[src/rtl/core_pkg.sv]
package core_pkg;

  typedef logic [63:0] xlen_t;
  typedef logic [63:0] addr_t;
  typedef logic [31:0] inst_t;
  typedef logic [4:0]  reg_idx_t;

  // major opcodes
  localparam logic [6:0] OP_IMM  = 7'h13;
  localparam logic [6:0] OP_REG  = 7'h33;
  localparam logic [6:0] OP_LUI  = 7'h37;
  // halts the core, code taken from x10
  localparam logic [6:0] OP_TRAP = 7'h6b;

  // funct3 of the alu group
  localparam logic [2:0] F3_ADD = 3'b000;
  localparam logic [2:0] F3_XOR = 3'b100;
  localparam logic [2:0] F3_OR  = 3'b110;
  localparam logic [2:0] F3_AND = 3'b111;

  // funct7 for register ops
  localparam logic [6:0] F7_BASE = 7'b0000000;
  localparam logic [6:0] F7_SUB  = 7'b0100000;

  // trap register index
  localparam reg_idx_t TRAP_REG = 5'd10;

  typedef enum logic {
    EXEC_RUN,
    EXEC_HALTED
  } exec_state_t;

endpackage

[src/rtl/inst_stream_if.sv]
interface inst_stream_if;
  import core_pkg::*;

  logic  valid;
  logic  ready;
  addr_t pc;
  inst_t inst;

  // transfer when valid and ready meet on an edge
  modport source (
    output valid,
    output pc,
    output inst,
    input  ready
  );

  modport sink (
    input  valid,
    input  pc,
    input  inst,
    output ready
  );

endinterface

[src/rtl/inst_queue.sv]
module inst_queue #(
  parameter int QUEUE_DEPTH = 4
) (
  input  logic          clock,
  input  logic          reset,
  inst_stream_if.sink   in_i,
  inst_stream_if.source out_o
);
  import core_pkg::*;

  localparam int PTR_W = (QUEUE_DEPTH > 1) ? $clog2(QUEUE_DEPTH) : 1;
  localparam int CNT_W = $clog2(QUEUE_DEPTH + 1);

  addr_t            pc_mem   [QUEUE_DEPTH];
  inst_t            inst_mem [QUEUE_DEPTH];
  logic [PTR_W-1:0] wr_ptr;
  logic [PTR_W-1:0] rd_ptr;
  logic [CNT_W-1:0] count;
  logic             push;
  logic             pop;

  // wrap for depths that are not a power of two
  function automatic logic [PTR_W-1:0] next_ptr(input logic [PTR_W-1:0] ptr);
    return (ptr == PTR_W'(QUEUE_DEPTH - 1)) ? '0 : ptr + PTR_W'(1);
  endfunction

  assign in_i.ready  = (count != CNT_W'(QUEUE_DEPTH));
  assign out_o.valid = (count != '0);
  assign out_o.pc    = pc_mem[rd_ptr];
  assign out_o.inst  = inst_mem[rd_ptr];

  assign push = in_i.valid && in_i.ready;
  assign pop  = out_o.valid && out_o.ready;

  always_ff @(posedge clock) begin
    if (reset) begin
      wr_ptr <= '0;
      rd_ptr <= '0;
      count  <= '0;
    end else begin
      if (push) begin
        wr_ptr <= next_ptr(wr_ptr);
      end
      if (pop) begin
        rd_ptr <= next_ptr(rd_ptr);
      end
      if (push && !pop) begin
        count <= count + CNT_W'(1);
      end else if (pop && !push) begin
        count <= count - CNT_W'(1);
      end
    end
  end

  always_ff @(posedge clock) begin
    if (push) begin
      pc_mem[wr_ptr]   <= in_i.pc;
      inst_mem[wr_ptr] <= in_i.inst;
    end
  end

endmodule

[src/flat_wrapper.sv]
// flat-port wrapper written by rule: the top's interface ports become plain ports
module inst_queue_flat import core_pkg::*;
#(
  parameter int QUEUE_DEPTH = 4
)
  (clock, reset, in_i_valid, in_i_pc, in_i_inst, in_i_ready, out_o_valid, out_o_pc, out_o_inst, out_o_ready);
  inst_stream_if in_i_i ();
  inst_stream_if out_o_i ();
  input  logic clock;
  input  logic reset;
  input wire logic [$bits(in_i_i.valid)-1:0] in_i_valid;
  input wire logic [$bits(in_i_i.pc)-1:0] in_i_pc;
  input wire logic [$bits(in_i_i.inst)-1:0] in_i_inst;
  output wire logic [$bits(in_i_i.ready)-1:0] in_i_ready;
  output wire logic [$bits(out_o_i.valid)-1:0] out_o_valid;
  output wire logic [$bits(out_o_i.pc)-1:0] out_o_pc;
  output wire logic [$bits(out_o_i.inst)-1:0] out_o_inst;
  input wire logic [$bits(out_o_i.ready)-1:0] out_o_ready;
  assign in_i_i.valid = in_i_valid;
  assign in_i_i.pc = in_i_pc;
  assign in_i_i.inst = in_i_inst;
  assign in_i_ready = in_i_i.ready;
  assign out_o_valid = out_o_i.valid;
  assign out_o_pc = out_o_i.pc;
  assign out_o_inst = out_o_i.inst;
  assign out_o_i.ready = out_o_ready;
  inst_queue #(.QUEUE_DEPTH(QUEUE_DEPTH)) u_core (.clock(clock), .reset(reset), .in_i(in_i_i), .out_o(out_o_i));
endmodule
[config.mk]
export PLATFORM = sky130hd
export DESIGN_NAME = inst_queue_flat
export DESIGN_NICKNAME = d
export VERILOG_FILES = /design/src/rtl/core_pkg.sv /design/src/rtl/inst_stream_if.sv /design/src/rtl/inst_queue.sv /design/src/flat_wrapper.sv
export SDC_FILE = /design/constraint.sdc
export NUM_CORES = 1
export LEC_CHECK = 0
export ABC_AREA = 1
export BUFFER_PORTS_ARGS = -buffer_cell sky130_fd_sc_hd__buf_2
export CORE_MARGIN = 2
export CORE_UTILIZATION = 25
export CTS_BUF_LIST = sky130_fd_sc_hd__clkbuf_8 sky130_fd_sc_hd__clkbuf_16
export CTS_CLUSTER_SIZE = 10
export DETAILED_ROUTE_END_ITERATION = 10
export GPL_TIMING_DRIVEN = 0
export HOLD_SLACK_MARGIN = 0.02
export PLACE_DENSITY_LB_ADDON = 0.08
export SYNTH_ARGS = -nofsm -noshare
export SYNTH_HDL_FRONTEND = slang
export SYNTH_SLANG_ARGS = --single-unit
[constraint.sdc]
create_clock -name clock -period 8.3 [get_ports clock]
set_input_delay 0.83 -clock clock [delete_from_list [all_inputs] [get_ports clock]]
set_output_delay 0.83 -clock clock [all_outputs]
set_load 0.01 [all_outputs]
* Yosys cells after proc, flatten, opt, wreduce, memory -nomap -nowiden *
Memory sizes are Yosys's and may differ from the RTL's. A register that Yosys moved wholly into a read port is not among the register bits.
Index checks and enable logic that the tools add are counted.

storage, ports and cells
  memories = 2
  flip-flop bits (word level) = 7
  RAM bits = 384
  input bits = 100
  logic and storage cells = 30
  output and inout port bits = 98

memories
  name             depth  bits a word  read ports  clocked after Yosys merged registers in  wr ports  RTL line          source
  u_core.pc_mem    4      64           1           1                                        1         inst_queue.sv:14  addr_t pc_mem [QUEUE_DEPTH];
  u_core.inst_mem  4      32           1           1                                        1         inst_queue.sv:15  inst_t inst_mem [QUEUE_DEPTH];

cells by class
  multiplexer cells = 10
  $add $sub $neg = 4
  reduce and logical (&&, ||, !) cells = 8
  equality and inequality tests = 3

operators by type and width
  operator                                          number
  two-way mux 2 bit                                 6
  two-way mux 3 bit                                 2
  adder 2 x 1 -> 2 bit, second input constant       2
  == test 2 bit, second input constant              2
  logical AND 1 bit                                 4
  adder 3 x 1 -> 3 bit, second input constant       1
  != test 3 bit, second input constant              1
  nonzero test 3 bit                                1
  subtractor 3 x 1 -> 3 bit, second input constant  1
  logical NOT 1 bit                                 2
  two-way mux 1 bit                                 2
  nonzero test 2 bit                                1

* Depth between registers and ports, before layout *
Gate-level depths: netlist (run 1).

  word-level depth = 6
  gate-level depth with buffers = 13
  depth with buffers taken out = 13

* Worst setup path after synthesis (run 1) *
No wires, ideal clock.

  path type = in2reg
  from = input in_i_valid
  to = memory u_core.inst_mem[0][0] (netlist name), enable pin
  required time = 7.748 ns
  arrival = 4.945 ns
  library setup time = 0.552 ns
  slack = 2.803 ns
  path buffers = 0
  stages on the path = 2
  path through = nand2_1 nor2_1

on the way
  cells in the longest elaborated chain, start to end = 3

RTL lines
  item                                     RTL line            source
  start, declared                          flat_wrapper.sv:11  input wire logic [$bits(in_i_i.valid)-1:0] in_i_valid;
  logical AND 1 bit                        inst_queue.sv:32    assign push = in_i.valid && in_i.ready;
  two-way mux 1 bit                        inst_queue.sv:56    if (push) begin
  two-way mux 1 bit (not written as such)  inst_queue.sv:58    inst_mem[wr_ptr] <= in_i.inst;
  end, declared                            inst_queue.sv:15

No other way between the ends.

==> summary.txt, run 1 <==
Outcome
  – Status: finished, final reports clean

Logic synthesis
  – Synth Cell Area: between 10000 and 15000 µm²
  – Number of synthesized register bits: between 300 and 400
  – Synth Net Count: between 1000 and 1500
  – Mapped Cells: between 900 and 1000
  – Number of synthesis warnings: 0
  – Sequential share of the synthesized area: 79.3%
  – Unique masters post-synth: 21
  – Syn Area/Cell: roughly 15 µm²

Clocking
  – CTS Buffer Depth: 3
  – # hold bufs at CTS: 0
  – Clock Tree Root: clkbuf_16
  – CTS Buf Count: 48
  – Postcts setup bufs: 0
  – Worst-path clk slew: around 60 ps
  – H-tree depth: 2
  – CTS tree: built
  – Clock network latency to the later pin of the worst-skew pair: 570 ps
  – Post-CTS sizing: 0
  – CTS sink cnt: 393

Min path
  – Worst hold path type: input port to flop
  – Hold Crit Depth: 1
  – Worst Hold End: u_core.pc_mem[3][1]
  – Min-delay src: in_i_pc[1]

Detailed routing
  – Wire length per cell: 20.5 µm
  – Via count: between 8000 and 9000
  – Routed wire length: 42.2 mm
  – DR iter-0 viols: roughly 560
  – Length of the first detailed-routing pass in iterations: 5
  – Detail Route Antenna Nets: 0
  – DR vias/cell: between 4 and 5
  – # DRC: 0

Placement
  – Placement Cell Area: around 17000 µm²
  – IO Port Bufs: between 150 and 200
  – Placer Congestion: 0.688
  – Hpwl dp: between 20 and 30 mm

Floorplanning
  – Chip Height: 247 µm
  – I/O Pins: between 150 and 200
  – Die width: between 200 and 250 µm
  – Row cnt: ~90
  – Initial Util: 25.2%
  – Die area: 61000 µm²
  – Core ar.: a little under 60000 µm²

STA
  – Hold Fails Final Rpt: 0
  – Peak Freq: ~300 MHz
  – Worst Tran Pin Value: around 750 ps
  – Final setup viols: 0
  – Hold slack: 476 ps
  – Period Utilization, post-route: 40.1%
  – Slew HR: between 50% and 60%
  – Worst clock skew: around 9 ps
  – RSZ-0062 raised after global routing: no
  – Slew Viols, Final: 0
  – Tmin final: ~3300 ps
  – Setup TNS: 0 ps

Setup path
  – Depth of the worst register-to-register path: 7
  – Reg2reg setup slack: approximately 5700 ps
  – Crit-path max FO: 11
  – Crit start category: flop
  – WS Path Type: flop to output pin
  – CP endpoint kind: output pin
  – Worst EP arrival: about 2500 ps
  – Worst r2r src: u_core.count[0]
  – Data required time at the worst endpoint: 7470 ps
  – FF-to-FF End: u_core.pc_mem[3][39]

Global route
  – GRT met1 Usage: a little under a fifth
  – Largest net degree at the start of global routing: 26
  – GR peak layer: met2
  – First-pass GRT wire length: about 61 mm
  – Initial antenna violation count: 7
  – Met3 GRT Util: roughly 3.8%
  – Grt ovf: 0
  – Vias in the first global route: roughly 9000
  – GR Util All Layers: a little over an eighth
  – Global routing usage on met2: about 22%

Pwr
  – Peak VDD IR: ~0.15 mV
  – PD cells: approximately 330 nW/µm²
  – Leak: 6.44 nW
  – Total chip power: ~6.1 mW

Finish
  – Finished Core Util: between 30% and 40%
  – Post-route cell area: around 18000 µm²
  – Layout cells sized above 1: roughly 25%
  – Area Overhead vs Synth: 24.9%
  – Nets: 1367

Run
  – Max-cap violation count: 0
==> kinds of logic (layout without fill, tap and decap cells) <==
| logic type | Yosys count | count (layout) | synth area share (%) |
|---|---|---|---|
| flops | 393 | 393 | 79.3 |
| compound gates | 294 | 294 | 10.8 |
| simple gates | 225 | 225 | 5.80 |
| buf+inv | 78 | 362 | 3.49 |
| fa+ha+maj | 7 | 7 | 0.644 |
| other cells | 0 | 3 | 0 |
==> layer usage <==
| metal | wire, µm | part of all wire (%) |
|---|---|---|
| met1 | 18900 | 45 |
| met2 | 19800 | 47 |
| met3 | 2400 | 5.7 |
| met4 | 1040 | 2.5 |
| met5 | 77 | 0.18 |
==> how the worst max path moves through the flow <==
stage	endpoint	slack, ps	cells after the start
2_1_floorplan	u_core.inst_mem[0][0]	2800	2
3_3_place_gp	u_core.pc_mem[3][53]	-2090	3
3_5_place_dp	u_core.pc_mem[3][53]	5270	6
4_1_cts	out_o_inst[12]	4820	6
5_1_grt	out_o_inst[12]	4810	6
6_report	out_o_pc[61]	4970	6
==> state kept, by name, summed over array words and instances (netlist names), named ones only <==
signal,cells
u_core.rd_ptr,2
u_core.pc_mem,256
u_core.inst_mem,128
u_core.wr_ptr,2
u_core.count,3
==> cell usage in the layout (no fill, tap or decap), types with 2 or more instances in the layout <==
cell	n
buf_16	2
nand3_1	2
nor2_4	4
clkinv_1	4
nand3b_1	2
clkbuf_1	14
buf_4	9
inv_1	26
clkinv_2	3
edfxtp_1	384
diode_2	3
buf_6	22
nand2_1	14
o21ai_0	103
a21oi_1	4
o22ai_1	96
clkbuf_2	6
nor2_1	202
clkbuf_16	49
buf_2	208
o21ai_1	91
ha_1	6
dfxtp_1	9
buf_12	14
==> worst max-delay path, stage by stage, from the launching register on <==
cell	delay, ps
dfxtp_1	450
inv_2	240
buf_2	360
buf_2	310
o21ai_1	100
o22ai_1	260
buf_2	200
==> synth_stat cells <==
cell	count	area, µm²
o21ai_0	103	515
fa_1	1	20.0
nor2_1	206	773
buf_6	22	248
edfxtp_1	384	11500
inv_1	14	52.6
o21ai_1	91	455
clkbuf_2	6	30.0
ha_1	6	75.1
o22ai_1	96	601
inv_4	1	6.26
nand2_1	14	52.6
inv_2	1	3.75
dfxtp_1	9	180
clkbuf_1	14	52.6
nand4_1	1	6.26
a21oi_1	4	20.0
buf_4	9	67.6
nand3b_1	2	15.0
nand3_1	2	10.0
buf_2	11	55.1
==> power by group <==
group	internal (mW)	total (mW)	switching, mW
clock	1.08	1.86	0.775
sequential	2.41	2.47	0.0533
combinational	0.590	1.74	1.15
total	4.09	6.06	1.97
==> through the flow <==
stage,instances,setup slack [ps]
floorplan,997,2800
global placement,1967,-2090
detailed placement,1983,5270
CTS,2054,4820
global route,2055,4810
finish,2057,4970
==> final cells by class <==
| cell class | instances | area [µm²] |
|---|---|---|
| Timing Repair Buffer | 213 | 1320 |
| Clock buffer | 50 | 1240 |
| Clock inverter | 21 | 113 |
| Multi-Input combinational cell | 526 | 2570 |
| Buffer | 62 | 453 |
| Fill cell | 5883 | 40200 |
| Inverter | 16 | 62.6 |
| Tap cell | 773 | 967 |
| Sequential cell | 393 | 11700 |
| Antenna cell | 3 | 7.51 |
(Power assumes the default switching activity.)
==> run 2: changes to the inputs <==
ABC_AREA = 0   (was 1)
clock period = 3.4 ns   (was 8.3 ns; I/O delays follow)
==> run 2 against run 1 <==
Sequential share of layout area decreased by 1.1 points; worst hold slack worse by 360 ps; critical endpoint is now out_o_pc[39]; sequential power grew 140%; largest power group unchanged; critical path type unchanged; largest cell class unchanged.
==> summary.txt, run 2 <==
Setup path
  – FF-to-FF End: u_core.count[2]
  – Crit start category: flop
  – CP endpoint kind: output pin
  – Worst r2r src: u_core.count[0]
  – Reg2reg setup slack: about 960 ps
  – Worst EP arrival: 2390 ps
  – Crit-path max FO: 10
  – Data required time at the worst endpoint: around 3100 ps
  – WS Path Type: flop to output pin
  – Depth of the worst register-to-register path: 7

Clocking
  – Postcts setup bufs: 0
  – CTS Buffer Depth: 3
  – CTS sink cnt: 393
  – Clock network latency to the later pin of the worst-skew pair: about 560 ps
  – H-tree depth: 2
  – # hold bufs at CTS: between 90 and 100
  – Clock Tree Root: clkbuf_16
  – CTS tree: built
  – CTS Buf Count: 47
  – Worst-path clk slew: approximately 50 ps
  – Post-CTS sizing: 0

Min path
  – Worst hold path type: input port to flop
  – Hold Crit Depth: 3
  – Min-delay src: in_i_valid
  – Worst Hold End: u_core.wr_ptr[0]

STA
  – Worst clock skew: around 18 ps
  – Final setup viols: 0
  – Slew Viols, Final: 0
  – Slew HR: slightly above 40%
  – Worst Tran Pin Value: around 900 ps
  – RSZ-0062 raised after global routing: no
  – Period Utilization, post-route: 80.2%
  – Tmin final: between 2000 and 3000 ps
  – Final worst-path setup slack: between 600 and 700 ps
  – Peak Freq: about 370 MHz
  – Hold Fails Final Rpt: 0

Detailed routing
  – Wire length per cell: roughly 19 µm
  – Via count: 6949
  – DR iter-0 viols: approximately 350
  – Detail Route Antenna Nets: 0
  – Routed wire length: 32.3 mm
  – Length of the first detailed-routing pass in iterations: 4
  – DR vias/cell: 4.14
  – # DRC: 0

Global route
  – First-pass GRT wire length: between 40 and 50 mm
  – Largest net degree at the start of global routing: 45
  – Vias in the first global route: between 7000 and 8000
  – Initial antenna violation count: 1
  – Grt ovf: 0
  – GR Util All Layers: 11.0%

Pwr
  – PD cells: about 700 nW/µm²
  – Leak: 6.33 nW
  – Comb power frac: 20.9%
  – Sw Share: between 20% and 30%
  – Sw Pwr: 3.39 mW
  – Cell Int Power: between 9 and 10 mW
  – Reg power frac: 45.4%
  – Peak VDD IR: 0.305 mV
  – Clk network pwr share: ~34%

Placement
  – Hpwl dp: ~20 mm
  – Worst slack, placed: ~950 ps
  – Placer Congestion: 0.708
  – IO Port Bufs: 196
  – Placed Cells incl. Taps: between 1500 and 2000

Finish
  – Commonest non-fill, non-tap cells in the layout: edfxtp_1, buf_2, mux4_2, dlygate4sd3_1, clkbuf_16
  – FILL cells: about 5400
  – Reg with most FFs: u_core.pc_mem
  – Fin cells: around 1700
  – Area Overhead vs Synth: 31.2%
  – Commonest non-fill, non-tap cell in the layout: edfxtp_1
  – Layout cells sized above 1: between 40% and 50%
  – Max reg flops: between 200 and 300
  – Biggest regs: u_core.pc_mem (256), u_core.inst_mem (128), u_core.count (3)
  – Nets: slightly above 1000

Logic synthesis
  – Count leader, synth: edfxtp_1
  – Sequential share of the synthesized area: about four fifths
  – Unique masters post-synth: 26
  – Ranking of synthesized cells by area: edfxtp_1, mux4_2, dfxtp_1
  – Syn Area/Cell: between 20 and 30 µm²
  – Number of synthesized register bits: 393
  – Synth Cell Area: approximately 14000 µm²
  – Mapped Cells: 550
  – Top cell type's share of synthesized area: 80.6%
  – Ys async rst share: 0%
  – Number of flops mapped to enable cells by yosys: approximately 380
  – Number of synthesis warnings: 0
  – Synth Net Count: 657
  – Post-synth top cells: edfxtp_1, mux4_2, buf_2
  – Leading area contributor after synthesis: edfxtp_1
  – Main synth FF type: edfxtp_1

Floorplanning
  – Core ar.: roughly 56000 µm²
  – Die width: ~240 µm
  – Row cnt: 87
  – Chip Height: around 240 µm
  – I/O Pins: ~200
  – Die area: ~59000 µm²
  – Initial Util: between 20 and 30%

Outcome
  – Status: finished, final reports clean

Run
  – Max-cap violation count: 0
run 2: changes by cell type after synthesis, moves of 8 or more:
cell      change
buf_4         -9
buf_6        -17
clkbuf_1      -8
inv_1        -11
mux4_2       +96
nand2_1      -13
nor2_1      -203
o21ai_0     -102
o21ai_1      -91
o22ai_1      -96
run 2: final cells by class:
cell class / instances / area (µm²) / area share, %
timing repair buffer: 300 / 2160 / 11.5
inverter: 3 / 11.3 / 0.0599
sequential: 393 / 11700 / 62.3
tap: 756 / 946 / 5.04
antenna: 1 / 2.50 / 0.0133
multi-input combinational: 130 / 2460 / 13.1
buffer: 24 / 144 / 0.766
clock buffer: 50 / 1240 / 6.60
clock inverter: 20 / 106 / 0.566
run 2: cell families after synthesis:
| logic type | Yosys count | share of synthesized area [%] |
|---|---|---|
| DFF | 393 | 81.8 |
| muxes | 99 | 15.3 |
| buffers and inverters | 27 | 1.08 |
| and+or+nand+nor | 17 | 0.743 |
| adders and majority gates | 7 | 0.664 |
| AOI/OAI and AO/OA | 5 | 0.245 |
| xor gates and xnor gates | 2 | 0.122 |
run 2: stage by stage:
step	power (mW)	hold slack (ps)	area (µm²)	util (%)	TNS, ps
after floorplan	7.67	439	14300	-	0
after global placement	8.73	493	16200	28.7	-34260
after detailed placement	8.86	508	16500	29.2	0
after CTS	13.5	62.5	18800	33.2	0
after global routing	13.8	101	18800	33.2	0
final	13.2	118	18800	33.2	0
run 2: power by group through the flow:
stage                     clock (mW)  sequential (mW)  combinational [mW]
after global routing            4.82             6.02                3.01
final                           4.45             5.98                2.75
after CTS                       4.64             5.99                2.88
after global placement             0             6.10                2.63
after detailed placement           0             6.09                2.77
after floorplan                    0             6.06                1.60
run 2: worst max path at each step:
| stage | from | endpoint | slack, ps |
|---|---|---|---|
| after floorplan | u_core.count[0] | u_core.inst_mem[0][0] | 1030 |
| after global placement | u_core.count[0] | u_core.inst_mem[3][0] | -120 |
| after detailed placement | u_core.count[0] | u_core.count[2] | 950 |
| after CTS | flop | out_o_pc[46] | 480 |
| after global routing | flop | out_o_pc[44] | 480 |
| final | flop | out_o_pc[39] | 670 |
run 2: critical path, stage by stage, from the launching register on:
cell,delay [ps]
dfxtp_1,300
buf_2,230
clkbuf_1,700
mux4_2,420
buf_2,170
run 2: metal layers:
| metal | global-route usage (%) | wire length, µm |
|---|---|---|
| met5 | 0 | 0 |
| met4 | 3.46 | 745 |
| met2 | 18.7 | 16200 |
| met3 | 3.65 | 2070 |
| met1 | 13.2 | 13300 |
