**config.mk**
```make
export PLATFORM = sky130hd
export DESIGN_NAME = fetch_unit_flat
export DESIGN_NICKNAME = d
export VERILOG_FILES = /design/src/rtl/core_pkg.sv /design/src/rtl/inst_stream_if.sv /design/src/rtl/fetch_unit.sv /design/src/flat_wrapper.sv
export SDC_FILE = /design/constraint.sdc
export NUM_CORES = 1
export LEC_CHECK = 0
export BUFFER_PORTS_ARGS = -buffer_cell sky130_fd_sc_hd__buf_2
export CAP_MARGIN = 20
export CORE_ASPECT_RATIO = 1.75
export CORE_UTILIZATION = 35
export CTS_BUF_LIST = sky130_fd_sc_hd__clkbuf_4
export CTS_CLUSTER_SIZE = 10
export DETAILED_ROUTE_END_ITERATION = 10
export PLACE_DENSITY = 0.73
export SLEW_MARGIN = 20
export SYNTH_ARGS = -nofsm -noshare
export SYNTH_HDL_FRONTEND = slang
export SYNTH_SLANG_ARGS = --single-unit
```
**constraint.sdc**
```tcl
create_clock -name clock -period 6.25 [get_ports clock]
set_clock_uncertainty 0.2 [all_clocks]
set_input_delay 0.9375 -clock clock [delete_from_list [all_inputs] [get_ports clock]]
set_output_delay 0.9375 -clock clock [all_outputs]
set_load 0.01 [all_outputs]
```
**src/rtl/core_pkg.sv**
```systemverilog
package core_pkg;

  typedef logic [63:0] xlen_t;
  typedef logic [63:0] addr_t;
  typedef logic [31:0] inst_t;
  typedef logic [4:0]  reg_idx_t;

  // major opcodes
  localparam logic [6:0] OP_IMM  = 7'h13;
  localparam logic [6:0] OP_REG  = 7'h33;
  localparam logic [6:0] OP_LUI  = 7'h37;
  // halts the core, code taken from x10
  localparam logic [6:0] OP_TRAP = 7'h6b;

  // funct3 of the alu group
  localparam logic [2:0] F3_ADD = 3'b000;
  localparam logic [2:0] F3_XOR = 3'b100;
  localparam logic [2:0] F3_OR  = 3'b110;
  localparam logic [2:0] F3_AND = 3'b111;

  // funct7 for register ops
  localparam logic [6:0] F7_BASE = 7'b0000000;
  localparam logic [6:0] F7_SUB  = 7'b0100000;

  // trap register index
  localparam reg_idx_t TRAP_REG = 5'd10;

  typedef enum logic {
    EXEC_RUN,
    EXEC_HALTED
  } exec_state_t;

endpackage

```
**src/rtl/inst_stream_if.sv**
```systemverilog
interface inst_stream_if;
  import core_pkg::*;

  logic  valid;
  logic  ready;
  addr_t pc;
  inst_t inst;

  // transfer when valid and ready meet on an edge
  modport source (
    output valid,
    output pc,
    output inst,
    input  ready
  );

  modport sink (
    input  valid,
    input  pc,
    input  inst,
    output ready
  );

endinterface

```
**src/rtl/fetch_unit.sv**
```systemverilog
module fetch_unit #(
  parameter core_pkg::addr_t RESET_PC = '0
) (
  input  logic            clock,
  input  logic            reset,
  output logic            imem_req_valid_o,
  output core_pkg::addr_t imem_req_addr_o,
  input  logic            imem_req_ready_i,
  input  logic            imem_rsp_valid_i,
  input  core_pkg::inst_t imem_rsp_data_i,
  inst_stream_if.source   out_o
);
  import core_pkg::*;

  typedef enum logic [1:0] {
    FETCH_IDLE,
    FETCH_REQ,
    FETCH_WAIT,
    FETCH_OFFER
  } fetch_state_t;

  fetch_state_t state;
  addr_t        fetch_pc;
  inst_t        hold_inst;

  assign imem_req_valid_o = (state == FETCH_REQ);
  assign imem_req_addr_o  = fetch_pc;

  // held word keeps the pc it came from until it leaves
  assign out_o.valid = (state == FETCH_OFFER);
  assign out_o.pc    = fetch_pc;
  assign out_o.inst  = hold_inst;

  always_ff @(posedge clock) begin
    if (reset) begin
      state    <= FETCH_IDLE;
      fetch_pc <= RESET_PC;
    end else begin
      case (state)
        FETCH_IDLE: begin
          state <= FETCH_REQ;
        end
        FETCH_REQ: begin
          if (imem_req_ready_i) begin
            state <= FETCH_WAIT;
          end
        end
        FETCH_WAIT: begin
          if (imem_rsp_valid_i) begin
            state <= FETCH_OFFER;
          end
        end
        FETCH_OFFER: begin
          // advance only once the queue took the word
          if (out_o.ready) begin
            state    <= FETCH_REQ;
            fetch_pc <= fetch_pc + addr_t'(4);
          end
        end
        default: begin
          state <= FETCH_IDLE;
        end
      endcase
    end
  end

  always_ff @(posedge clock) begin
    if (state == FETCH_WAIT && imem_rsp_valid_i) begin
      hold_inst <= imem_rsp_data_i;
    end
  end

endmodule

```
**src/flat_wrapper.sv**
```systemverilog
// flat-port wrapper written by rule: the top's interface ports become plain ports
module fetch_unit_flat import core_pkg::*;
#(
  parameter core_pkg::addr_t RESET_PC = '0
)
  (clock, reset, imem_req_valid_o, imem_req_addr_o, imem_req_ready_i, imem_rsp_valid_i, imem_rsp_data_i, out_o_valid, out_o_pc, out_o_inst, out_o_ready);
  inst_stream_if out_o_i ();
  input  logic clock;
  input  logic reset;
  output logic imem_req_valid_o;
  output core_pkg::addr_t imem_req_addr_o;
  input  logic imem_req_ready_i;
  input  logic imem_rsp_valid_i;
  input  core_pkg::inst_t imem_rsp_data_i;
  output wire logic [$bits(out_o_i.valid)-1:0] out_o_valid;
  output wire logic [$bits(out_o_i.pc)-1:0] out_o_pc;
  output wire logic [$bits(out_o_i.inst)-1:0] out_o_inst;
  input wire logic [$bits(out_o_i.ready)-1:0] out_o_ready;
  assign out_o_valid = out_o_i.valid;
  assign out_o_pc = out_o_i.pc;
  assign out_o_inst = out_o_i.inst;
  assign out_o_i.ready = out_o_ready;
  fetch_unit #(.RESET_PC(RESET_PC)) u_core (.clock(clock), .reset(reset), .imem_req_valid_o(imem_req_valid_o), .imem_req_addr_o(imem_req_addr_o), .imem_req_ready_i(imem_req_ready_i), .imem_rsp_valid_i(imem_rsp_valid_i), .imem_rsp_data_i(imem_rsp_data_i), .out_o(out_o_i));
endmodule
```
# Word-level counts from Yosys, hierarchy flattened
# Cells that the tools add are included.
[totals]
reg_bits = 98
output_inout_bits = 162
elab_cells = 18
[classes]
addsub = 1
eq_ne = 6
muxes = 4
reduce_logical = 4
[op_table]
columns = ["op", "count"]
rows = [
  ["64-bit by 3-bit adder with 64-bit output (second input constant)", 1],
  ["2-bit one-hot mux with 4 select lines", 1],
  ["2-bit two-way mux", 3],
  ["2-bit == test (second input constant)", 2],
  ["2-bit by 1-bit inequality test with 1-bit output (second input constant)", 2],
  ["3-bit AND reduction", 1],
  ["2-bit by 1-bit == test with 1-bit output (second input constant)", 1],
  ["2-bit logical NOT", 1],
  ["2-bit inequality test (second input constant)", 1],
  ["2-bit AND reduction", 1],
  ["1-bit logical AND", 1],
]

# Longest topological paths before layout
# Gate-level depths: netlist of the first run.
[depth]
ltp_word = 3
mapped_depth = 7
mapped_depth_nobuf = 7

# Worst setup path after synthesis of the first run
# OpenSTA, ideal clock, no wires.
[synth_timing]
kind = "input to register"
startpoint = "input out_o_ready"
endpoint = "register u_core.fetch_pc[25] (netlist: u_core.imem_req_addr_o[25])"
arrival_ns = 2.237
path_slack_ns = 3.689
cell_stages = 6
path_cell_list = "nand3_1 > nor4_4 > buf_6 > nand3b_4 > nor3_1 > mux2_1"
[synth_via]
elab_chain_len = 1
[synth_rtl]
columns = ["element", "line", "source"]
rows = [
  ["from (decl)", "flat_wrapper.sv:18", "input wire logic [$bits(out_o_i.ready)-1:0] out_o_ready;"],
  ["2-bit AND reduction (no source line)", "--", ""],
  ["to (signal assigned)", "fetch_unit.sv:57", "fetch_pc <= fetch_pc + addr_t'(4);"],
  ["to (decl)", "fetch_unit.sv:23", "addr_t fetch_pc;"],
]
# Every way passes these cells.
# A chain may end at the register's enable or synchronous reset.

# Final worst setup path of the first run
[layout_timing]
startpoint = "register u_core.state[0]"
endpoint = "register u_core.fetch_pc[60] (netlist: u_core.imem_req_addr_o[60])"
[layout_via]
elab_chain_len = 2
[layout_rtl]
columns = ["element", "line", "source"]
rows = [
  ["from (decl)", "fetch_unit.sv:22", "fetch_state_t state;"],
  ["from (signal assigned)", "fetch_unit.sv:36", "state <= FETCH_IDLE;"],
  ["from (signal assigned)", "fetch_unit.sv:41", "state <= FETCH_REQ;"],
  ["from (signal assigned)", "fetch_unit.sv:45", "state <= FETCH_WAIT;"],
  ["2-bit == test", "fetch_unit.sv:39", "case (state)"],
  ["2-bit AND reduction (no source line)", "--", ""],
]
# Every way passes these cells.

==> results of run 1 <==
-- registers in the layout, summed over array words and instances, names as in the netlist --
register                cells
u_core.state                2
u_core.imem_req_addr_o     62
u_core.out_o.inst          32
-- cell type report --
cell class	count	area [um2]	share of cell area
Antenna cell	1	2.50	0.000462
Timing Repair Buffer	199	1010	0.186
Clock buffer	10	75.1	0.0139
Multi-Input combinational cell	273	1760	0.324
Clock inverter	6	75.1	0.0139
Inverter	12	45.0	0.00831
Tap cell	171	214	0.0395
Sequential cell	96	2240	0.414
-- routing by layer --
metal | global-route usage | share of wire | vias to the layer above
li1 | - | - | 1804
met1 | 0.176 | 0.39 | 1741
met2 | 0.282 | 0.53 | 143
met3 | 0.0333 | 0.063 | 11
met4 | 0.0714 | 0.019 | 0
met5 | 0 | 0 | -
-- power groups by stage --
stage                     Combinational (mW)  Sequential [mW]  Clock [mW]
after global routing                   0.120            0.696       0.394
after global placement                 0.104            0.705           0
after CTS                              0.106            0.692       0.370
after floorplan                       0.0470            0.719           0
final                                  0.104            0.691       0.356
after detailed placement               0.106            0.706           0
-- worst max path at each step --
stage | cells past startpoint | from | slack [ns] | end
6_report | 6 | u_core.state[0] | 3.63 | u_core.imem_req_addr_o[60]
5_1_grt | 6 | u_core.state[0] | 3.40 | u_core.imem_req_addr_o[60]
4_1_cts | 6 | u_core.state[1] | 3.59 | u_core.imem_req_addr_o[60]
3_5_place_dp | 6 | out_o_ready | 3.27 | u_core.imem_req_addr_o[42]
3_3_place_gp | 6 | out_o_ready | 3.29 | u_core.imem_req_addr_o[42]
2_1_floorplan | 6 | out_o_ready | 3.69 | u_core.imem_req_addr_o[25]
-- Yosys cell counts, types with 2 or more instances --
library cell	n	area [um2]
a21oi_1	22	110
nand4_2	5	62.6
inv_1	12	45.0
clkbuf_1	4	15.0
xor2_1	22	193
dfxtp_1	64	1280
nand3_2	2	20.0
and3_1	7	43.8
or3_1	17	106
or4_1	5	37.5
and3_2	3	22.5
edfxtp_1	32	961
nand4_4	2	42.5
buf_6	3	33.8
nand4_1	22	138
and4_2	4	40.0
buf_2	2	10.0
ha_1	4	50.1
o31ai_1	2	15.0
nor4_4	3	63.8
and2_1	3	18.8
xnor2_1	16	140
nor4_1	3	18.8
nor2_1	43	161
clkbuf_8	2	27.5
nor2b_1	4	25.0
nor3_1	4	20.0
nand2_1	23	86.3
buf_4	66	495
nand3_1	18	90.1
o21ai_0	21	105
and4_1	5	43.8
-- cells by family (layout without fill, tap and decap cells) --
kind of cell / after synthesis / in the layout / synth area share
simple gates: 178 / 178 / 0.237
flops: 96 / 96 / 0.485
buf+inv: 90 / 227 / 0.138
compound gates: 48 / 48 / 0.0544
xor+xnor: 38 / 38 / 0.0720
fa+ha+maj: 4 / 4 / 0.0108
other cells: 1 / 5 / 0.000811
mux: 1 / 1 / 0.00243
-- worst max-delay path: stages (launching register included) --
cell and delay, ns:
dfxtp_1 0.42, ha_1 0.35, nand4_2 0.20, nor4_4 0.66, nand4_1 0.17, or4_1 0.42, a21oi_1 0.15
-- per-stage QoR --
stage / setup WS, ns / instances / utilization
finish: 3.63 / 768 / 0.419
global route: 3.40 / 768 / 0.419
CTS: 3.59 / 767 / 0.419
detailed placement: 3.27 / 751 / 0.407
global placement: 3.29 / 751 / 0.407
floorplan: 3.69 / 459 / -
==> run metrics, run 1 <==
IO Port Bufs 194; EDFF count, synth 32; Layout fillers 1333; RSZ-0062 raised after global routing no; CTS Buf Count 9; Core Area 12900 um2; Sw Pwr 298 uW; largest net degree at the start of global routing 68; dpl hpwl 7950 um; Setup CP Type flop to flop; share of layout cells above drive strength 1 0.401; Hold Violations, Final 0; Starting Density 0.357; CTS tree done; post-cts resize count 0; Worst-Skew Late Latency 0.46 ns; outcome complete, no violations; Post-CTS Setup Repair Bufs 0; CTS Root Cell clkbuf_4; final setup fails 0; PwrDens 212 nW/um2; commonest cells after routing, fill and taps aside buf_2, dfxtp_1, nor2_1; Sw Share 0.259; crit-path max FO 10; predominant post-synthesis flop cell dfxtp_1; startpoint types flop; die outline width 88.9 um; final instance area 5420 um2; die area 13700 um2; Detail Route Antenna Nets 0; Clk pwr share 0.309; mapped cell area 4620 um2; Pleak 2.49 nW; register area share after synthesis 0.485; Detailed Routing Iterations Pass 1 4; Sink Count 96; WL final 10800 um; clk buf depth 2; Mean Syn Cell Area 10.1 um2; CP endpoint kind flop; Flop pwr share 0.600; GRT overflow 0; worst hold path depth 2; Distinct cells, synth 43; Max Cap Violations 0; 1st-iter DRT viols 160; initial antenna violation count 1; nets 632; combinational power share 0.091; Max Slew Vio Count 0; Int Power 854 uW; WHS 0.340 ns; Hold WC Path Type flop to flop; hold_buf cts 0; final routed DRC violation total 0; Slew Limit Headroom 0.530; commonest non-fill, non-tap cell in the layout buf_2; Via-to-Cell Ratio 4.82; CP required 6.43 ns; total chip power 1.15 mW; Routed WL per cell 14.0 um; Peak Freq 382 MHz; min Tclk post-route 2.62 ns; ys async rst share 0; Post-Place Cell Area 5270 um2; first-pass GRT wire length 16600 um; H-tree depth 3; Layout area overhead 17.2%; Rows 55; GRT Total Usage 0.159; die extent in y 154 um; vias 3699; Min-Delay Startpoint u_core.imem_req_addr_o[50]; WP data arrival 2.79 ns; IO Count 199; Placer Congestion 0.748; Cells after Synth 456; setup_tns 0 ns; Reg2Reg Setup Slack 3.63 ns; register bit total from synthesis 96; Reg-to-Reg End u_core.imem_req_addr_o[60]; Peak VDD IR 0.0899 mV; vias in the first global route 3298; Reg-to-Reg Start u_core.state[0]; R2R cell count 6; final worst path period share 0.419; actual slew at the worst max-slew pin 0.706 ns; Hold EP u_core.imem_req_addr_o[50]; Ys Warns 0; Reg clk slew, reported paths 0.17 ns
(Power assumes the default switching activity.)
==> run 2: changes to the inputs <==
- clock period: 6.25 -> 2.6 ns (I/O delays scaled with it)
==> run 2 against run 1 <==
Sequential share of layout area down 2.7 points; non-clock buffer count up 39; power up 140%; worst hold slack worse by 0.29 ns; first-iteration DRC count up 26%; via count up 3.8%; register-to-register slack worse by 3.4 ns; clock-buffer cell count unchanged; combinational power rose to 2.9 times the previous value; critical endpoint is now u_core.imem_req_addr_o[59].
==> run metrics, run 2 (synthesis gave the netlist of run 1 again) <==
outcome complete, no violations; Starting Density 0.357 (unchanged); WP data arrival 2.59 ns (-0.20 ns); Worst-Skew Late Latency 0.45 ns (about the same); PwrDens 484 nW/um2 (+130%); register area 2240 um2 (unchanged); total chip power 2.81 mW (+140%); Detail Route Antenna Nets 0 (unchanged); nets 671 (+6.2%); GRT overflow 0 (unchanged); final worst path period share 0.929 (+0.510); vias 3839 (+3.8%); WHS 0.0526 ns (-0.287 ns); Setup CP Type flop to flop; GRT Total Usage 0.166 (+0.00767); Pleak 2.67 nW (+7.1%); Peak Freq 414 MHz (+8.4%); max FFs per register 62 (unchanged); CTS Root Cell clkbuf_4; min Tclk post-route 2.42 ns (-0.202 ns); Reg clk slew, reported paths 0.16 ns (about the same); Sink Count 96 (unchanged); final setup fails 0 (unchanged); Core Area 12900 um2 (unchanged); post-cts resize count 0 (unchanged); Layout area overhead 25.5%; Max Slew Vio Count 0 (unchanged); Hold Violations, Final 0 (unchanged); H-tree depth 3 (unchanged); Detailed Routing Iterations Pass 1 4 (unchanged); startpoint types flop; initial antenna violation count 1 (unchanged); die extent in y 154 um (unchanged); vias in the first global route 3585 (+8.7%); CP required 2.78 ns (-3.65 ns); commonest cells after routing, fill and taps aside buf_2, dfxtp_1, nor2_1; IO Port Bufs 194 (unchanged); final routed DRC violation total 0 (unchanged); final instance area 5800 um2 (+7.1%); CTS Buf Count 9 (unchanged); Routed WL per cell 14.2 um (+1.1%); clk buf depth 2 (unchanged); Layout fillers 1279 (-4.1%); Hold WC Path Type input pin to flop; WL final 11500 um (+6.2%); share of layout cells above drive strength 1 0.387 (-0.0136); setup_tns 0 ns (unchanged); largest net degree at the start of global routing 45 (-34%); 1st-iter DRT viols 201 (+26%); CTS tree done; die area 13700 um2 (unchanged); Rows 55 (unchanged); dpl hpwl 8170 um (+2.7%); crit-path max FO 12 (+2); Multi-input gate area 1760 um2 (unchanged); Max Cap Violations 0 (unchanged); die outline width 88.9 um (unchanged); IO Count 199 (unchanged); commonest non-fill, non-tap cell in the layout buf_2; Peak VDD IR 0.222 mV (+150%); first-pass GRT wire length 17500 um (+5.5%); RSZ-0062 raised after global routing no; Via-to-Cell Ratio 4.76 (-1.2%); CP endpoint kind flop; Placer Congestion 0.769 (+2.9%); Post-Place Cell Area 5330 um2 (+1.2%)
## run 2: cell count changes in the layout (fill, tap and decap cells not counted), sizes merged
cell | before | now
dlygate4sd3 | 0 | 32
buf | 199 | 206
## run 2: critical path, cell delays in order, from the launching register on
cell and delay [ns]:
dfxtp_1 0.41, ha_1 0.24, nand3_1 0.17, nor4_4 0.29
buf_4 0.25, nand4_2 0.24, or3_1 0.40, a21oi_1 0.14
## run 2: area by class of cell
class	count	area share
flip-flops and latches	96	0.386
inverters	12	0.00776
clock inverters	6	0.0129
well taps	171	0.0369
multi-input cells	273	0.303
diodes	1	0.000431
clock buffers	10	0.0129
repair buffers	238	0.240
## run 2: timing repair
item | 4_1_cts | 5_1_grt
buffers inserted | 0 | 0
endpoints found under the hold margin | 32 | 0
hold buffers | 32 | 0
## run 2: final timing paths
check                              from                    endpoint  slack, ns  cells after the start
max reg2reg             u_core.state[0]  u_core.imem_req_addr_o[59]       0.18                      7
min                         out_o_ready   u_core.imem_req_addr_o[3]       0.05                      3
max                     u_core.state[0]  u_core.imem_req_addr_o[59]       0.18                      7
min reg2reg  u_core.imem_req_addr_o[50]  u_core.imem_req_addr_o[50]       0.32                      2
## run 2: layer usage
layer / vias up / share of wire / track usage
met2: 157 / 0.53 / 0.313
met1: 1784 / 0.39 / 0.179
met4: 0 / 0.018 / 0.0622
met5: - / 0 / 0
li1: 1884 / - / -
met3: 14 / 0.060 / 0.0274
## run 2: report_power, final
group / leakage (nW) / total [mW] / switching (mW) / internal [mW]
clock: 0.0795 / 0.846 / 0.526 / 0.320
combinational: 1.78 / 0.303 / 0.168 / 0.134
sequential: 0.807 / 1.66 / 0.0281 / 1.64
total: 2.67 / 2.81 / 0.722 / 2.09
## run 2: metrics by stage
step | util | setup slack [ns] | instances
2_1_floorplan | - | 0.241 | 459
3_3_place_gp | 0.412 | 0.281 | 758
3_5_place_dp | 0.412 | 0.249 | 758
4_1_cts | 0.448 | 0.197 | 806
5_1_grt | 0.449 | 0.000881 | 807
6_report | 0.449 | 0.185 | 807
==> run 3: changes to the inputs <==
- CORE_UTILIZATION: 35 -> 40
- PLACE_DENSITY: 0.73 -> 0.8
- clock period: 2.6 -> 3.06 ns (I/O delays scaled with it)
==> run 3 against run 2 <==
First-iteration DRC count fell by 7.5%; global-route usage is 1.5 points higher; register-to-register slack improved by 0.30 ns; cell count is 5.6% lower; largest power group unchanged.
==> run metrics, run 3 (synthesis gave the netlist of run 1 again) <==
Hold WC Path Type input pin to flop; max FFs per register 62 (unchanged); WP data arrival 2.76 ns (+0.17 ns); CTS Root Cell clkbuf_4; Detailed Routing Iterations Pass 1 4 (unchanged); Max Slew Vio Count 0 (unchanged); final routed DRC violation total 0 (unchanged); Reg clk slew, reported paths 0.15 ns (about the same); Peak VDD IR 0.283 mV (+28%); Core Area 11200 um2 (-14%); Sink Count 96 (unchanged); WL final 10800 um (-5.5%); RSZ-0062 raised after global routing no; startpoint types flop; Pleak 2.64 nW (-1.2%); Layout area overhead 23.5%; IO Port Bufs 194 (unchanged); Placer Congestion 0.826 (+7.3%); clk buf depth 2 (unchanged); DP Worst Slack 0.520 ns (+0.271 ns); Rows 51 (-7.3%); die extent in y 144 um (-6.4%); CTS Buf Count 9 (unchanged); IO Count 199 (unchanged); GRT Total Usage 0.182 (+0.0151); dpl hpwl 7850 um (-3.9%); Slew Limit Headroom 0.574; PwrDens 424 nW/um2 (-12%); Peak Freq 388 MHz (-6.2%); Sw Share 0.239 (-0.0176); Layout Utilization 0.511 (+0.0628); initial antenna violation count 1 (unchanged); final setup fails 0 (unchanged); final worst path period share 0.842 (-0.0873); final non-filler cell total 762 (-5.6%); Via-to-Cell Ratio 5.01 (+5.3%); Critical Path Slowest Stage Cell dfxtp_1; CP endpoint kind flop; Starting Density 0.414 (+0.0567); CTS tree done; setup_tns 0 ns (unchanged); combinational power share 0.103 (-0.005); crit-path cells ha_1 > nand3_1 > nor4_4 > buf_4 > nand4_2 > or3_1 > a21oi_1; largest net degree at the start of global routing 38 (-16%); Max Cap Violations 0 (unchanged); Post-CTS Setup Repair Bufs 0 (unchanged); Int Power 1.84 mW (-12%); share of layout cells above drive strength 1 0.380 (-0.00743); die area 12000 um2 (-12%); placed insts 713 (-5.9%); GRT overflow 0 (unchanged); actual slew at the worst max-slew pin 0.639 ns; Clk pwr share 0.315 (+0.014); crit-path max FO 13 (+1); commonest cells after routing, fill and taps aside buf_2, dfxtp_1, nor2_1; final setup margin 0.484 ns (+0.300 ns); Routed WL per cell 14.2 um (about the same); outcome complete, no violations; Flop pwr share 0.583 (-0.009); CP required 3.24 ns (+0.46 ns); first-pass GRT wire length 17400 um (-0.71%); nets 665 (-0.89%); Critical Path Max Stage Delay 0.41 ns (about the same); Hold Violations, Final 0 (unchanged); vias 3817 (-0.57%); die outline width 83.3 um (-6.3%); min Tclk post-route 2.58 ns (+0.160 ns); 1st-iter DRT viols 186 (-7.5%); H-tree depth 3 (unchanged); commonest non-fill, non-tap cell in the layout buf_2; Detail Route Antenna Nets 0 (unchanged); Sw Pwr 580 uW (-20%); Worst-Skew Late Latency 0.44 ns (about the same); Setup CP Type flop to flop; vias in the first global route 3548 (-1.0%); total chip power 2.42 mW (-14%)
[run 3: final timing paths]
check                           cells after the start  slack (ns)                      start                          to
worst max register to register                      7        0.48            u_core.state[1]  u_core.imem_req_addr_o[63]
worst max-delay path                                7        0.48            u_core.state[1]  u_core.imem_req_addr_o[63]
worst min-delay path                                3        0.15                out_o_ready   u_core.imem_req_addr_o[3]
worst min register to register                      2        0.33  u_core.imem_req_addr_o[3]   u_core.imem_req_addr_o[3]
[run 3: final cells by class]
| cell class | instances | area [um2] |
|---|---|---|
| Antenna cell | 1 | 2.50 |
| Clock buffer | 10 | 75.1 |
| Clock inverter | 6 | 88.8 |
| Fill cell | 974 | 5460 |
| Inverter | 12 | 45.0 |
| Multi-Input combinational cell | 273 | 1760 |
| Sequential cell | 96 | 2240 |
| Tap cell | 132 | 165 |
| Timing Repair Buffer | 232 | 1340 |
[run 3: metal layers]
metal / up-vias / share of wire / GRT usage
li1: 1880 / - / -
met1: 1779 / 0.38 / 0.191
met2: 146 / 0.54 / 0.343
met3: 12 / 0.060 / 0.0422
met4: 0 / 0.021 / 0.0771
met5: - / 0 / 0
[run 3: critical path: cells and delay by family, from the launching register on]
family          cells  cell delay [ns]
compound gates      1             0.15
fa+ha+maj           1             0.32
flops               1             0.41
simple gates        4             1.15
buf+inv             1             0.28
[run 3: repair_timing]
| item | in CTS | in global routing |
|---|---|---|
| resized for setup | 0 | 0 |
| hold buffers | 32 | 0 |
| hold endpoints to repair | 32 | 0 |
| setup endpoints to repair | 0 | 0 |
[run 3: stage by stage]
| step | hold WS (ns) | cell area [um2] |
|---|---|---|
| finish | 0.149 | 5710 |
| global route | 0.127 | 5710 |
| CTS | 0.119 | 5710 |
| detailed placement | 0.312 | 5230 |
| global placement | 0.286 | 5230 |
| floorplan | 0.309 | 4640 |
[run 3: power groups by stage]
stage | Combinational, mW | Clock, mW | Sequential (mW)
2_1_floorplan | 0.0959 | 0 | 1.47
3_3_place_gp | 0.207 | 0 | 1.44
3_5_place_dp | 0.216 | 0 | 1.44
4_1_cts | 0.249 | 0.787 | 1.41
5_1_grt | 0.275 | 0.840 | 1.42
6_report | 0.248 | 0.762 | 1.41
